==> src/logic/isaPkg.sv <==
package isaPkg;

    ////////////////////
    // Basic types
    ////////////////////

    // Data or address word
    typedef logic [31:0] wordT;
    // Register index
    typedef logic [4:0] regIdxT;
    // ALU control code toward execute
    typedef logic [5:0] aluCtrlT;

    ////////////////////
    // Instruction fields
    ////////////////////

    localparam int OP_HI  = 31;
    localparam int OP_LO  = 26;
    localparam int RS_HI  = 25;
    localparam int RS_LO  = 21;
    localparam int RT_HI  = 20;
    localparam int RT_LO  = 16;
    localparam int RD_HI  = 15;
    localparam int RD_LO  = 11;
    localparam int SH_HI  = 10;
    localparam int SH_LO  = 6;
    localparam int FN_HI  = 5;
    localparam int FN_LO  = 0;
    localparam int IMM_HI = 15;
    localparam int IMM_LO = 0;
    // Jump index for J and JAL
    localparam int IDX_HI = 25;
    localparam int IDX_LO = 0;

    ////////////////////
    // Opcodes
    ////////////////////

    localparam logic [5:0] OP_RTYPE = 6'h00;
    localparam logic [5:0] OP_J     = 6'h02;
    localparam logic [5:0] OP_JAL   = 6'h03;
    localparam logic [5:0] OP_BEQ   = 6'h04;
    localparam logic [5:0] OP_BNE   = 6'h05;
    localparam logic [5:0] OP_ADDIU = 6'h09;
    localparam logic [5:0] OP_ANDI  = 6'h0c;
    localparam logic [5:0] OP_ORI   = 6'h0d;
    localparam logic [5:0] OP_LUI   = 6'h0f;
    localparam logic [5:0] OP_LW    = 6'h23;
    localparam logic [5:0] OP_SW    = 6'h2b;

    // R-type function codes
    localparam logic [5:0] FN_SLL     = 6'h00;
    localparam logic [5:0] FN_SRL     = 6'h02;
    localparam logic [5:0] FN_JR      = 6'h08;
    localparam logic [5:0] FN_SYSCALL = 6'h0c;
    localparam logic [5:0] FN_ADDU    = 6'h21;
    localparam logic [5:0] FN_SUBU    = 6'h23;
    localparam logic [5:0] FN_AND     = 6'h24;
    localparam logic [5:0] FN_OR      = 6'h25;
    localparam logic [5:0] FN_XOR     = 6'h26;
    localparam logic [5:0] FN_SLT     = 6'h2a;

    ////////////////////
    // ALU codes
    ////////////////////

    // Zero is left free for a NOP
    localparam aluCtrlT ALU_ADD = 6'd1;
    localparam aluCtrlT ALU_SUB = 6'd2;
    localparam aluCtrlT ALU_AND = 6'd3;
    localparam aluCtrlT ALU_OR  = 6'd4;
    localparam aluCtrlT ALU_XOR = 6'd5;
    localparam aluCtrlT ALU_SLT = 6'd6;
    localparam aluCtrlT ALU_SLL = 6'd7;
    localparam aluCtrlT ALU_SRL = 6'd8;
    localparam aluCtrlT ALU_LUI = 6'd9;
    localparam aluCtrlT ALU_SYS = 6'd10;

    // Return address register for JAL
    localparam regIdxT LINK_REG = 5'd31;
    // Bubbles issued after a syscall
    localparam int SYS_DRAIN_CYCLES = 3;

endpackage

==> src/logic/pipePkg.sv <==
package pipePkg;

    // Control bundle from the instruction decoder
    typedef struct packed {
        logic link;
        logic regDst;
        logic jump;
        logic branch;
        logic jumpReg;
        logic signExt;
        logic memRead;
        logic memWrite;
        logic regWrite;
        logic syscall;
        logic useShamt;
        // Set for BNE, clear for BEQ
        logic branchNe;
        isaPkg::aluCtrlT aluCtrl;
    } ctrlT;

    // Forwarded register values
    typedef struct packed {
        isaPkg::wordT rsVal;
        isaPkg::wordT rtVal;
        isaPkg::wordT storeVal;
    } operandsT;

    // One forwarding source, also the register file write port
    typedef struct packed {
        logic valid;
        isaPkg::regIdxT regIdx;
        isaPkg::wordT data;
    } bypassT;

    // Instruction from fetch
    typedef struct packed {
        isaPkg::wordT instr;
        isaPkg::wordT pc;
        isaPkg::wordT pcPlus4;
        logic valid;
    } fetchT;

    // Bundle toward execute
    typedef struct packed {
        isaPkg::wordT instr;
        isaPkg::wordT pc;
        isaPkg::wordT opA;
        isaPkg::wordT opB;
        isaPkg::regIdxT regA;
        isaPkg::regIdxT regB;
        isaPkg::regIdxT destReg;
        isaPkg::wordT storeData;
        logic regWrite;
        logic memRead;
        logic memWrite;
        isaPkg::aluCtrlT aluCtrl;
        logic [4:0] shamt;
    } issueT;

endpackage

==> src/logic/decodeStage.sv <==
`timescale 1ns/100ps

module decodeStage (
    input  logic             CLK,
    input  logic             RESET,
    input  logic             memStall,
    input  pipePkg::fetchT   fetch,
    input  pipePkg::bypassT  exeByp,
    input  pipePkg::bypassT  memByp,
    input  pipePkg::bypassT  wbByp,
    output pipePkg::issueT   issue,
    output isaPkg::wordT     altPc,
    output logic             altPcValid,
    output logic             sysNotify,
    output logic             freeze
);

    pipePkg::ctrlT ctrl;
    pipePkg::operandsT ops;
    isaPkg::regIdxT destReg;

    // Control decode
    instrDecoder uDecoder (
        .instr   (fetch.instr),
        .ctrl    (ctrl),
        .destReg (destReg)
    );

    // Register reads and forwarding, in parallel with decode
    operandFetch uOperands (
        .CLK     (CLK),
        .RESET   (RESET),
        .rs      (fetch.instr[isaPkg::RS_HI:isaPkg::RS_LO]),
        .rt      (fetch.instr[isaPkg::RT_HI:isaPkg::RT_LO]),
        .destReg (destReg),
        .exeByp  (exeByp),
        .memByp  (memByp),
        .wbByp   (wbByp),
        .ops     (ops)
    );

    // Registered hand-off to execute
    issueStage uIssue (
        .CLK        (CLK),
        .RESET      (RESET),
        .memStall   (memStall),
        .fetch      (fetch),
        .ctrl       (ctrl),
        .destReg    (destReg),
        .ops        (ops),
        .issue      (issue),
        .altPc      (altPc),
        .altPcValid (altPcValid),
        .sysNotify  (sysNotify),
        .freeze     (freeze)
    );

endmodule

==> src/logic/instrDecoder.sv <==
`timescale 1ns/100ps

module instrDecoder (
    input  isaPkg::wordT   instr,
    output pipePkg::ctrlT  ctrl,
    output isaPkg::regIdxT destReg
);

    logic [5:0] opcode;
    logic [5:0] funct;
    isaPkg::regIdxT rt;
    isaPkg::regIdxT rd;

    assign opcode = instr[isaPkg::OP_HI:isaPkg::OP_LO];
    assign funct  = instr[isaPkg::FN_HI:isaPkg::FN_LO];
    assign rt     = instr[isaPkg::RT_HI:isaPkg::RT_LO];
    assign rd     = instr[isaPkg::RD_HI:isaPkg::RD_LO];

    always_comb begin
        // Unknown encodings fall through as an all-zero NOP
        ctrl = '0;
        case (opcode)
            isaPkg::OP_RTYPE: begin
                ctrl.regDst   = 1'b1;
                ctrl.regWrite = 1'b1;
                case (funct)
                    isaPkg::FN_ADDU: ctrl.aluCtrl = isaPkg::ALU_ADD;
                    isaPkg::FN_SUBU: ctrl.aluCtrl = isaPkg::ALU_SUB;
                    isaPkg::FN_AND:  ctrl.aluCtrl = isaPkg::ALU_AND;
                    isaPkg::FN_OR:   ctrl.aluCtrl = isaPkg::ALU_OR;
                    isaPkg::FN_XOR:  ctrl.aluCtrl = isaPkg::ALU_XOR;
                    isaPkg::FN_SLT:  ctrl.aluCtrl = isaPkg::ALU_SLT;
                    isaPkg::FN_SLL: begin
                        ctrl.aluCtrl  = isaPkg::ALU_SLL;
                        ctrl.useShamt = 1'b1;
                    end
                    isaPkg::FN_SRL: begin
                        ctrl.aluCtrl  = isaPkg::ALU_SRL;
                        ctrl.useShamt = 1'b1;
                    end
                    isaPkg::FN_JR: begin
                        // Register jump that writes nothing back
                        ctrl.jump     = 1'b1;
                        ctrl.jumpReg  = 1'b1;
                        ctrl.regWrite = 1'b0;
                        ctrl.aluCtrl  = isaPkg::ALU_ADD;
                    end
                    isaPkg::FN_SYSCALL: begin
                        ctrl.syscall  = 1'b1;
                        ctrl.regWrite = 1'b0;
                        ctrl.aluCtrl  = isaPkg::ALU_SYS;
                    end
                    default: ctrl = '0;
                endcase
            end
            isaPkg::OP_ADDIU: begin
                ctrl.regWrite = 1'b1;
                ctrl.signExt  = 1'b1;
                ctrl.aluCtrl  = isaPkg::ALU_ADD;
            end
            isaPkg::OP_ANDI: begin
                ctrl.regWrite = 1'b1;
                ctrl.aluCtrl  = isaPkg::ALU_AND;
            end
            isaPkg::OP_ORI: begin
                ctrl.regWrite = 1'b1;
                ctrl.aluCtrl  = isaPkg::ALU_OR;
            end
            isaPkg::OP_LUI: begin
                // Execute shifts the zero-extended immediate up
                ctrl.regWrite = 1'b1;
                ctrl.aluCtrl  = isaPkg::ALU_LUI;
            end
            isaPkg::OP_LW: begin
                ctrl.memRead  = 1'b1;
                ctrl.regWrite = 1'b1;
                ctrl.signExt  = 1'b1;
                ctrl.aluCtrl  = isaPkg::ALU_ADD;
            end
            isaPkg::OP_SW: begin
                ctrl.memWrite = 1'b1;
                ctrl.signExt  = 1'b1;
                ctrl.aluCtrl  = isaPkg::ALU_ADD;
            end
            isaPkg::OP_BEQ, isaPkg::OP_BNE: begin
                ctrl.branch   = 1'b1;
                ctrl.signExt  = 1'b1;
                ctrl.branchNe = (opcode == isaPkg::OP_BNE);
                ctrl.aluCtrl  = isaPkg::ALU_SUB;
            end
            isaPkg::OP_J: begin
                ctrl.jump    = 1'b1;
                ctrl.aluCtrl = isaPkg::ALU_ADD;
            end
            isaPkg::OP_JAL: begin
                // Link value is formed as 0 + PC+8 in execute
                ctrl.jump     = 1'b1;
                ctrl.link     = 1'b1;
                ctrl.regWrite = 1'b1;
                ctrl.aluCtrl  = isaPkg::ALU_ADD;
            end
            default: ctrl = '0;
        endcase

        // Destination is rd, then the link register, then rt
        if (ctrl.regDst) begin
            destReg = rd;
        end else if (ctrl.link) begin
            destReg = isaPkg::LINK_REG;
        end else begin
            destReg = rt;
        end
    end

endmodule

==> src/logic/issueStage.sv <==
`timescale 1ns/100ps

module issueStage (
    input  logic              CLK,
    input  logic              RESET,
    input  logic              memStall,
    input  pipePkg::fetchT    fetch,
    input  pipePkg::ctrlT     ctrl,
    input  isaPkg::regIdxT    destReg,
    input  pipePkg::operandsT ops,
    output pipePkg::issueT    issue,
    output isaPkg::wordT      altPc,
    output logic              altPcValid,
    output logic              sysNotify,
    output logic              freeze
);

    typedef enum logic [1:0] {
        IDLE,
        DRAIN,
        NOTIFY
    } sysStateT;

    sysStateT sysState;
    logic [1:0] drainCnt;

    logic [15:0] imm;
    isaPkg::wordT immSext;
    isaPkg::wordT immExt;
    isaPkg::wordT brTarget;
    isaPkg::wordT jTarget;
    isaPkg::wordT target;
    logic taken;
    logic accept;
    logic takeSys;
    pipePkg::issueT nextIssue;

    ////////////////////
    // Operand selection
    ////////////////////

    assign imm     = fetch.instr[isaPkg::IMM_HI:isaPkg::IMM_LO];
    assign immSext = {{16{imm[15]}}, imm};
    assign immExt  = ctrl.signExt ? immSext : {16'h0000, imm};

    always_comb begin
        nextIssue         = '0;
        nextIssue.instr   = fetch.instr;
        nextIssue.pc      = fetch.pc;
        // Link instructions compute 0 + PC+8
        nextIssue.opA     = ctrl.link ? '0 : ops.rsVal;
        nextIssue.regA    = ctrl.link ? '0 : fetch.instr[isaPkg::RS_HI:isaPkg::RS_LO];
        if (ctrl.link) begin
            nextIssue.opB = fetch.pcPlus4 + 32'd4;
        end else if (ctrl.regDst || ctrl.branch) begin
            nextIssue.opB = ops.rtVal;
        end else begin
            nextIssue.opB = immExt;
        end
        nextIssue.regB      = ctrl.regDst ? fetch.instr[isaPkg::RT_HI:isaPkg::RT_LO] : '0;
        nextIssue.destReg   = destReg;
        nextIssue.storeData = ops.storeVal;
        // Writes to register zero are dropped here
        nextIssue.regWrite  = ctrl.regWrite && (destReg != '0);
        nextIssue.memRead   = ctrl.memRead;
        nextIssue.memWrite  = ctrl.memWrite;
        nextIssue.aluCtrl   = ctrl.aluCtrl;
        nextIssue.shamt     = ctrl.useShamt ? fetch.instr[isaPkg::SH_HI:isaPkg::SH_LO] : '0;
    end

    ////////////////////
    // Branch and jump
    ////////////////////

    assign brTarget = fetch.pcPlus4 + {immSext[29:0], 2'b00};
    assign jTarget  = {fetch.pcPlus4[31:28], fetch.instr[isaPkg::IDX_HI:isaPkg::IDX_LO], 2'b00};
    assign target   = ctrl.jumpReg ? ops.rsVal : (ctrl.jump ? jTarget : brTarget);
    assign taken    = ctrl.jump || (ctrl.branch && ((ops.rsVal == ops.rtVal) != ctrl.branchNe));

    ////////////////////
    // Syscall sequencer
    ////////////////////

    // Input is consumed only when idle
    assign accept    = (sysState == IDLE) && fetch.valid;
    assign takeSys   = accept && ctrl.syscall;
    assign sysNotify = (sysState == NOTIFY);
    // Fetch stays held until the sequencer is idle again
    assign freeze    = takeSys || (sysState != IDLE);

    always_ff @(posedge CLK or negedge RESET) begin
        if (!RESET) begin
            issue      <= '0;
            altPc      <= '0;
            altPcValid <= 1'b0;
            sysState   <= IDLE;
            drainCnt   <= '0;
        end else if (!memStall) begin
            // Bubble for invalid input and for every sequencer cycle
            if (accept) begin
                issue      <= nextIssue;
                altPc      <= target;
                altPcValid <= taken;
            end else begin
                issue      <= '0;
                altPc      <= '0;
                altPcValid <= 1'b0;
            end
            case (sysState)
                IDLE: begin
                    if (takeSys) begin
                        sysState <= DRAIN;
                        drainCnt <= 2'(isaPkg::SYS_DRAIN_CYCLES - 1);
                    end
                end
                DRAIN: begin
                    if (drainCnt == '0) begin
                        sysState <= NOTIFY;
                    end else begin
                        drainCnt <= drainCnt - 2'd1;
                    end
                end
                default: sysState <= IDLE;
            endcase
        end
    end

    // Notification only ever lines up with a drained pipeline
    assert property (@(posedge CLK) disable iff (!RESET) sysNotify |-> (issue == '0))
        else $error("sysNotify raised with a live issue");

endmodule

==> src/logic/operandFetch.sv <==
`timescale 1ns/100ps

module operandFetch (
    input  logic              CLK,
    input  logic              RESET,
    input  isaPkg::regIdxT    rs,
    input  isaPkg::regIdxT    rt,
    input  isaPkg::regIdxT    destReg,
    input  pipePkg::bypassT   exeByp,
    input  pipePkg::bypassT   memByp,
    input  pipePkg::bypassT   wbByp,
    output pipePkg::operandsT ops
);

    isaPkg::wordT rfA;
    isaPkg::wordT rfB;
    isaPkg::wordT rfC;

    // Store data is read through the destination index
    regFile uRegFile (
        .CLK   (CLK),
        .RESET (RESET),
        .rdA   (rs),
        .rdB   (rt),
        .rdC   (destReg),
        .dataA (rfA),
        .dataB (rfB),
        .dataC (rfC),
        .wb    (wbByp)
    );

    ////////////////////
    // Forwarding priority
    ////////////////////

    // EXE first, then MEM, then writeback, then the register file
    function automatic isaPkg::wordT pickSource(
        input isaPkg::regIdxT  idx,
        input isaPkg::wordT    rfVal,
        input pipePkg::bypassT exe,
        input pipePkg::bypassT mem,
        input pipePkg::bypassT wb
    );
        if (idx == '0) begin
            return '0;
        end else if (exe.valid && (exe.regIdx == idx)) begin
            return exe.data;
        end else if (mem.valid && (mem.regIdx == idx)) begin
            return mem.data;
        end else if (wb.valid && (wb.regIdx == idx)) begin
            // Same-cycle write not yet visible in the array
            return wb.data;
        end
        return rfVal;
    endfunction

    always_comb begin
        ops.rsVal    = pickSource(rs, rfA, exeByp, memByp, wbByp);
        ops.rtVal    = pickSource(rt, rfB, exeByp, memByp, wbByp);
        ops.storeVal = pickSource(destReg, rfC, exeByp, memByp, wbByp);
    end

endmodule

==> src/logic/regFile.sv <==
`timescale 1ns/100ps

module regFile (
    input  logic             CLK,
    input  logic             RESET,
    input  isaPkg::regIdxT   rdA,
    input  isaPkg::regIdxT   rdB,
    input  isaPkg::regIdxT   rdC,
    output isaPkg::wordT     dataA,
    output isaPkg::wordT     dataB,
    output isaPkg::wordT     dataC,
    input  pipePkg::bypassT  wb
);

    isaPkg::wordT regs [32];

    // Single write port from writeback
    always_ff @(posedge CLK or negedge RESET) begin
        if (!RESET) begin
            regs <= '{default: '0};
        end else if (wb.valid && (wb.regIdx != '0)) begin
            regs[wb.regIdx] <= wb.data;
        end
    end

    // Asynchronous reads with register zero hardwired
    assign dataA = (rdA == '0) ? '0 : regs[rdA];
    assign dataB = (rdB == '0) ? '0 : regs[rdB];
    assign dataC = (rdC == '0) ? '0 : regs[rdC];

    // A valid writeback needs a known index
    assert property (@(posedge CLK) disable iff (!RESET) wb.valid |-> !$isunknown(wb.regIdx))
        else $error("writeback index is unknown");

endmodule

==> config.mk <==
export PLATFORM = sky130hd
export DESIGN_NAME = decodeStage
export DESIGN_NICKNAME = d
export VERILOG_FILES = /design/src/logic/isaPkg.sv /design/src/logic/pipePkg.sv /design/src/logic/decodeStage.sv /design/src/logic/instrDecoder.sv /design/src/logic/issueStage.sv /design/src/logic/operandFetch.sv /design/src/logic/regFile.sv
export SDC_FILE = /design/constraint.sdc
export NUM_CORES = 2
export LEC_CHECK = 0
export BUFFER_PORTS_ARGS = -buffer_cell sky130_fd_sc_hd__buf_2
export CAP_MARGIN = 10
export CORE_MARGIN = 5
export CORE_UTILIZATION = 45
export DETAILED_ROUTE_END_ITERATION = 10
export MAX_ROUTING_LAYER = met4
export PLACE_DENSITY_LB_ADDON = 0.05
export SLEW_MARGIN = 0
export SYNTH_ARGS = -nofsm -noshare
export SYNTH_HDL_FRONTEND = slang
export SYNTH_SLANG_ARGS = --single-unit
==> constraint.sdc <==
create_clock -name CLK -period 3.5 [get_ports CLK]
set_clock_uncertainty 0.05 [all_clocks]
set_input_delay 0.35 -clock CLK [delete_from_list [all_inputs] [get_ports CLK]]
set_output_delay 0.35 -clock CLK [all_outputs]
set_load 0.01 [all_outputs]
Word level (Yosys, flattened, before mapping)
Cells that the tools add are included.

operators by class
  bitwise gates (word level) = 5
  muxes and demuxes = 80
  $lt $le $gt $ge = 5
  div/mod/pow operators = 0
  $mul = 0
  shift operators = 0
  add/subtract/negate cells = 3
  equal/unequal tests = 35
  reductions and logical operators = 40

operators by type and width
  cell                   count
  $bwmux 1024            1
  $mux 32                32
  $bmux 32 s5            3
  $mux 189               1
  $demux 32 s5           1
  $eq 6x6->1 const B     8
  $eq 5x5->1             9
  $eq 6x4->1 const B     6
  $pmux 4 s9             1
  $add 32x3->32 const B  1
  $add 32x32->32         1
  $eq 32x32->1           1
  $mux 1                 25
  $mux 5                 5
  $ge 6x6->1 const B     4
  $not 5->6              4
  $pmux 4 s6             1
  $eq 6x2->1 const B     3
  $logic_and 1x1->1      15
  $logic_not 5->1        3
  $eq 6x3->1 const B     2
  $logic_not 6->1        2
  $mux 2                 5
  $reduce_bool 5->1      2
  other kinds (20)       32

word-level totals
  memory bits (writable) = 0
  flip-flop bits (word level) = 1250
  output and inout bits = 224
  ROM bits = 0
  bits in latches = 0
  memories kept = 0
  logic and storage cells = 217
  input port bits = 214

Logic depth before layout (Yosys ltp)
  word-level depth = 13
  depth in mapped cells = 17
  gate-level depth less buffers = 13

Cells and area by module
From an unflattened synthesis, not the netlist that was laid out.

second synthesis, totals
  cell total of the unflattened synthesis = 6469
  area, all modules = 79576.3 um^2

by module, submodules not included
  module        cells each  sequential area each (um^2)  instances  area each (um^2)
  regFile       4494        25624.6                      1          62900.3
  issueStage    1163        5655.4                       1          11623.6
  operandFetch  709         0.0                          1          4287.9
  instrDecoder  103         0.0                          1          764.5

Worst setup path after synthesis
OpenSTA, ideal clock, no wires.

  path type = input to register
  from = in fetch[87] (netlist bit)
  to = reg uIssue.altPcValid
  path buffers = 4
  data arrival time = 3.072 ns
  path slack = 0.256 ns
  required time = 3.328 ns
  cell stages on the path = 15
  setup time = 0.122 ns
  cells stage by stage = clkbuf_2 > buf_2 > buf_2 > buf_2 > mux4_2 > nand2_1 > a21oi_1 > a2111o_1 > a221oi_1 > xnor2_1 > nand3b_1 > nor4_1 > nand4_1 > mux2i_1 > nand2_1

between the ends
  cells in the longest elaborated chain, start to end = 12
  elaborated cells between the ends (all ways) = 25
  those cells by class = 5 x eq/ne; 13 x mux; 1 x bitwise; 6 x reduce/logical

ends and longest elaborated chain
  element                                              RTL line            text
  from (decl)                                          decodeStage.sv:7    input pipePkg::fetchT fetch,
  branches (longest 6 deep; another with $bmux 32 s5)  --
  $mux 32 (*)                                          operandFetch.sv:54  return rfVal;
  $eq 32x32->1 (*)                                     issueStage.sv:78    assign taken = ctrl.jump || (ctrl.branch && ((ops.rsVal == ops.rtVal) != ctrl.branchNe));
  $ne 1x1->1 (*)                                       issueStage.sv:78
  $logic_and 1x1->1 (*)                                issueStage.sv:78
  $logic_or 1x1->1 (*)                                 issueStage.sv:78
  $mux 1 (*)                                           issueStage.sv:100   if (accept) begin
  to (signal assigned)                                 issueStage.sv:103   altPcValid <= taken;
  to (decl)                                            issueStage.sv:13    output logic altPcValid,

Mark *: on every way between the ends. The select of a mux whose other input is x is not followed.
A chain may end at the register's enable or synchronous reset.

Worst setup path in the final report
  from = in fetch[81] (netlist bit)
  to = reg uIssue.altPcValid

between the ends
  cells in the longest elaborated chain, start to end = 12
  elaborated cells between the ends (all ways) = 25
  those cells by class = 5 x eq/ne; 13 x mux; 1 x bitwise; 6 x reduce/logical

ends and longest elaborated chain
  element                                              RTL line
  branches (longest 6 deep; another with $bmux 32 s5)  --
  $mux 32 (*)                                          operandFetch.sv:54
  $eq 32x32->1 (*)                                     issueStage.sv:78
  $ne 1x1->1 (*)                                       issueStage.sv:78
  $logic_and 1x1->1 (*)                                issueStage.sv:78
  $logic_or 1x1->1 (*)                                 issueStage.sv:78
  $mux 1 (*)                                           issueStage.sv:100

Marked as above.

==> results.toml <==
[status]
outcome = "finished with violations"
violations = "negative setup slack"

[detailed_routing]
drc_errors = 0
via_per_inst = 6.79
drt_iter0_markers = 10000
routed-via-count = 74700
firstDrtPassIters = 8
drtAntennaViolNets = 0
wl_per_cell_um = 37.1
route.final.wire_length_um = 409000

[sta]
final-max-slew-violation-count = 0
fin_crit_sh = 1.03
fin_hold_ws_ns = 0.0536
period_minus_slack_ns = 3.60
rsz0062_at_grt = "true"
worst_pin_slew_ns = 1.21
worst_slack_ns = -0.0952
finalHoldViolCount = 0
relSlewSlack = 0.193
max_freq_mhz = 278
setup_viol = 2

[yosys]
seq_area_frac_synth = 0.390
synth_edf_count = 0
synth_top_area_cell = "dfrtp_1"
yosysMostFrequentCell = "dfrtp_1"
synth.area.top_cells = "dfrtp_1, mux2_2, mux4_2, mux2i_1, nand2_1"
async_flop_share = 1.00
synth_flop_cell = "dfrtp_1"
yosys_warnings = 0
syn_area_per_cell_um2 = 10.7
ys_top_cells_by_count = "dfrtp_1, nand2_1, mux2_2"
syn_inst = 7482
netlist-cell-type-count = 89
synth_top_area_share = 0.390
ys_ff_latch = 1248
synthesis.area_mm2 = 0.0800

[grt]
grt-ovfl-total = 0
grt_pass1_wl_um = 568000
grt_max_degree = 111
antenna_found_initial = 48
grt_pass1_vias = 71600
grtUsageTotal = 0.441

[clock_network]
cts-root-buf = "clkbuf_16"
htreeDepth = 4
clk_path_buf_depth = 3
numCtsBuffers = 151
path_clk_slew_ns = 0.06
clk_latency_ns = 0.84
cts_tree = "yes"
cts.sinks = 1248

[setup_path]
crit_type = "in -> reg"
end_kind = "flip-flop"
cp.required_ns = 4.15
r2r-start = "uOperands.uRegFile.regs[434]"
startpoint = "fetch[81]"
cp_max_fo = 30
worstSetupStartpointType = "input pin"
worst-endpoint-arrival_ns = 4.25

[placement]
routabilityCongestion = 1.07
pre_cts_ws_ns = -1.20
port_buffers = 435
place_hpwl_um = 291000

[pwr]
powerDensity_mw_per_mm2 = 517
peakVddDrop_uv = 501
p_leak_nw = 43.6

[flow_run]
cap_violations = 0

[min_path]
worstHoldStart = "memByp[31]"
hp-class = "in -> reg"

[floorplanning]
io_pins = 438
die_h_um = 432
dieArea_mm2 = 0.186
die_width_um = 432
coreArea_mm2 = 0.176
start_util = 0.453
rows = 154

[layout]
drive_above_1_share = 0.382
layout.nets = 8756
area_delta_synth_final_pct = 23.8
[final cells by class]
cell class                      count  area [um2]
Tap cell                         2340        2930
Multi-Input combinational cell   5404       45400
Fill cell                       15500       77400
Antenna cell                       46         115
Clock buffer                      215        4440
Sequential cell                  1248       31200
Timing Repair Buffer             1682       14100
Clock inverter                     56         718
Inverter                           23        93.8
[registers in the layout, indices dropped and copies added, names as in the netlist]
signal / cells
uIssue.issue: 187
uIssue.altPcValid: 1
uIssue.sysState: 2
uIssue.drainCnt: 2
uOperands.uRegFile.regs: 1024
uIssue.altPc: 32
[path summary, 6_finish.rpt]
kind / to / slack (ns) / depth (start not counted)
worst min register to register: uOperands.uRegFile.regs[1012] / 0.37 / 0
worst max-delay path: uIssue.altPcValid / -0.1 / 15
worst min-delay path: uIssue.issue[45] / 0.05 / 5
worst max register to register: uIssue.altPcValid / -0.07 / 11
max in group asynchronous: uOperands.uRegFile.regs[41] / 2.06 / 3
min in group asynchronous: uOperands.uRegFile.regs[246] / 0.06 / 2
[what timing repair did]
action                                  CTS  global route
resized for setup                        20            33
endpoints found under the setup margin    1             8
pin swaps                                 0            15
hold buffers                            127             0
hold endpoints to repair                414             0
setup buffers                             0            14
[layout by cell type, fill, tap and decap left out, types with 27 or more instances in the layout]
cell and instances:
diode_2 46, nor3_1 60, nand2_1 1033, xor2_1 36, dfrtp_1 1248, o21ai_1 69
clkbuf_1 30, a21o_1 27, buf_12 175, a211oi_1 193, xnor2_1 85, nand3_1 357
clkbuf_16 158, mux2_2 1007, ha_1 31, mux4_2 356, o22ai_1 27, dlygate4sd3_1 127
clkbuf_8 28, a22o_1 87, a221oi_1 152, a311oi_1 193, nor2_1 119, nand2b_1 29
a21oi_1 178, buf_4 946, o21ai_0 209, and3_1 28, and2_1 139, mux2i_1 419
a22oi_1 98, buf_2 425, a31oi_1 111
[cell families after synthesis]
family	count (synthesis)	synth area share
AOI/OAI and AO/OA	1543	0.139
adders and majority gates	32	0.00510
buffers and inverters	831	0.0501
and+or+nand+nor	1912	0.107
xor gates and xnor gates	124	0.0136
DFF	1248	0.390
other	1	0.0000469
muxes	1791	0.296
[power breakdown]
part / leakage (nW) / internal (W) / switching [W] / total (W)
combinational: 25.0 / 0.00702 / 0.00748 / 0.0145
sequential: 16.1 / 0.0171 / 0.00284 / 0.0200
clock: 2.53 / 0.00986 / 0.00689 / 0.0167
total: 43.6 / 0.0340 / 0.0172 / 0.0512
[worst max-delay path, stage by stage]
cell and delay (ns):
buf_8 0.15, buf_12 0.22, buf_12 0.27, buf_4 0.21, mux2i_1 0.07, a221oi_1 0.40, nor2_1 0.08, o211ai_1 0.78
a31oi_2 0.31, xor2_1 0.63, nor4_2 0.14, buf_4 0.17, nand4_1 0.11, mux2i_1 0.20, nand2_1 0.07
[metal layers]
layer  global-route usage  share of wire
met5                    -              0
met4                0.288          0.082
met3                0.113           0.11
met2                0.618           0.42
met1                0.566           0.39
[through the flow]
| stage | setup TNS (ns) | power, W | util | instance area (um2) | instances |
|---|---|---|---|---|---|
| finish | -0.100 | 0.0512 | 0.561 | 99100 | 11000 |
| global route | -0.105 | 0.0529 | 0.561 | 99000 | 11000 |
| CTS | 0 | 0.0508 | 0.559 | 98600 | 11000 |
| detailed placement | -16.15 | 0.0339 | 0.522 | 92100 | 10600 |
| global placement | -15.91 | 0.0337 | 0.522 | 92100 | 10600 |
| floorplan | 0 | 0.0274 | - | 80000 | 7483 |
Note: power is estimated with default switching activity, not from simulation.
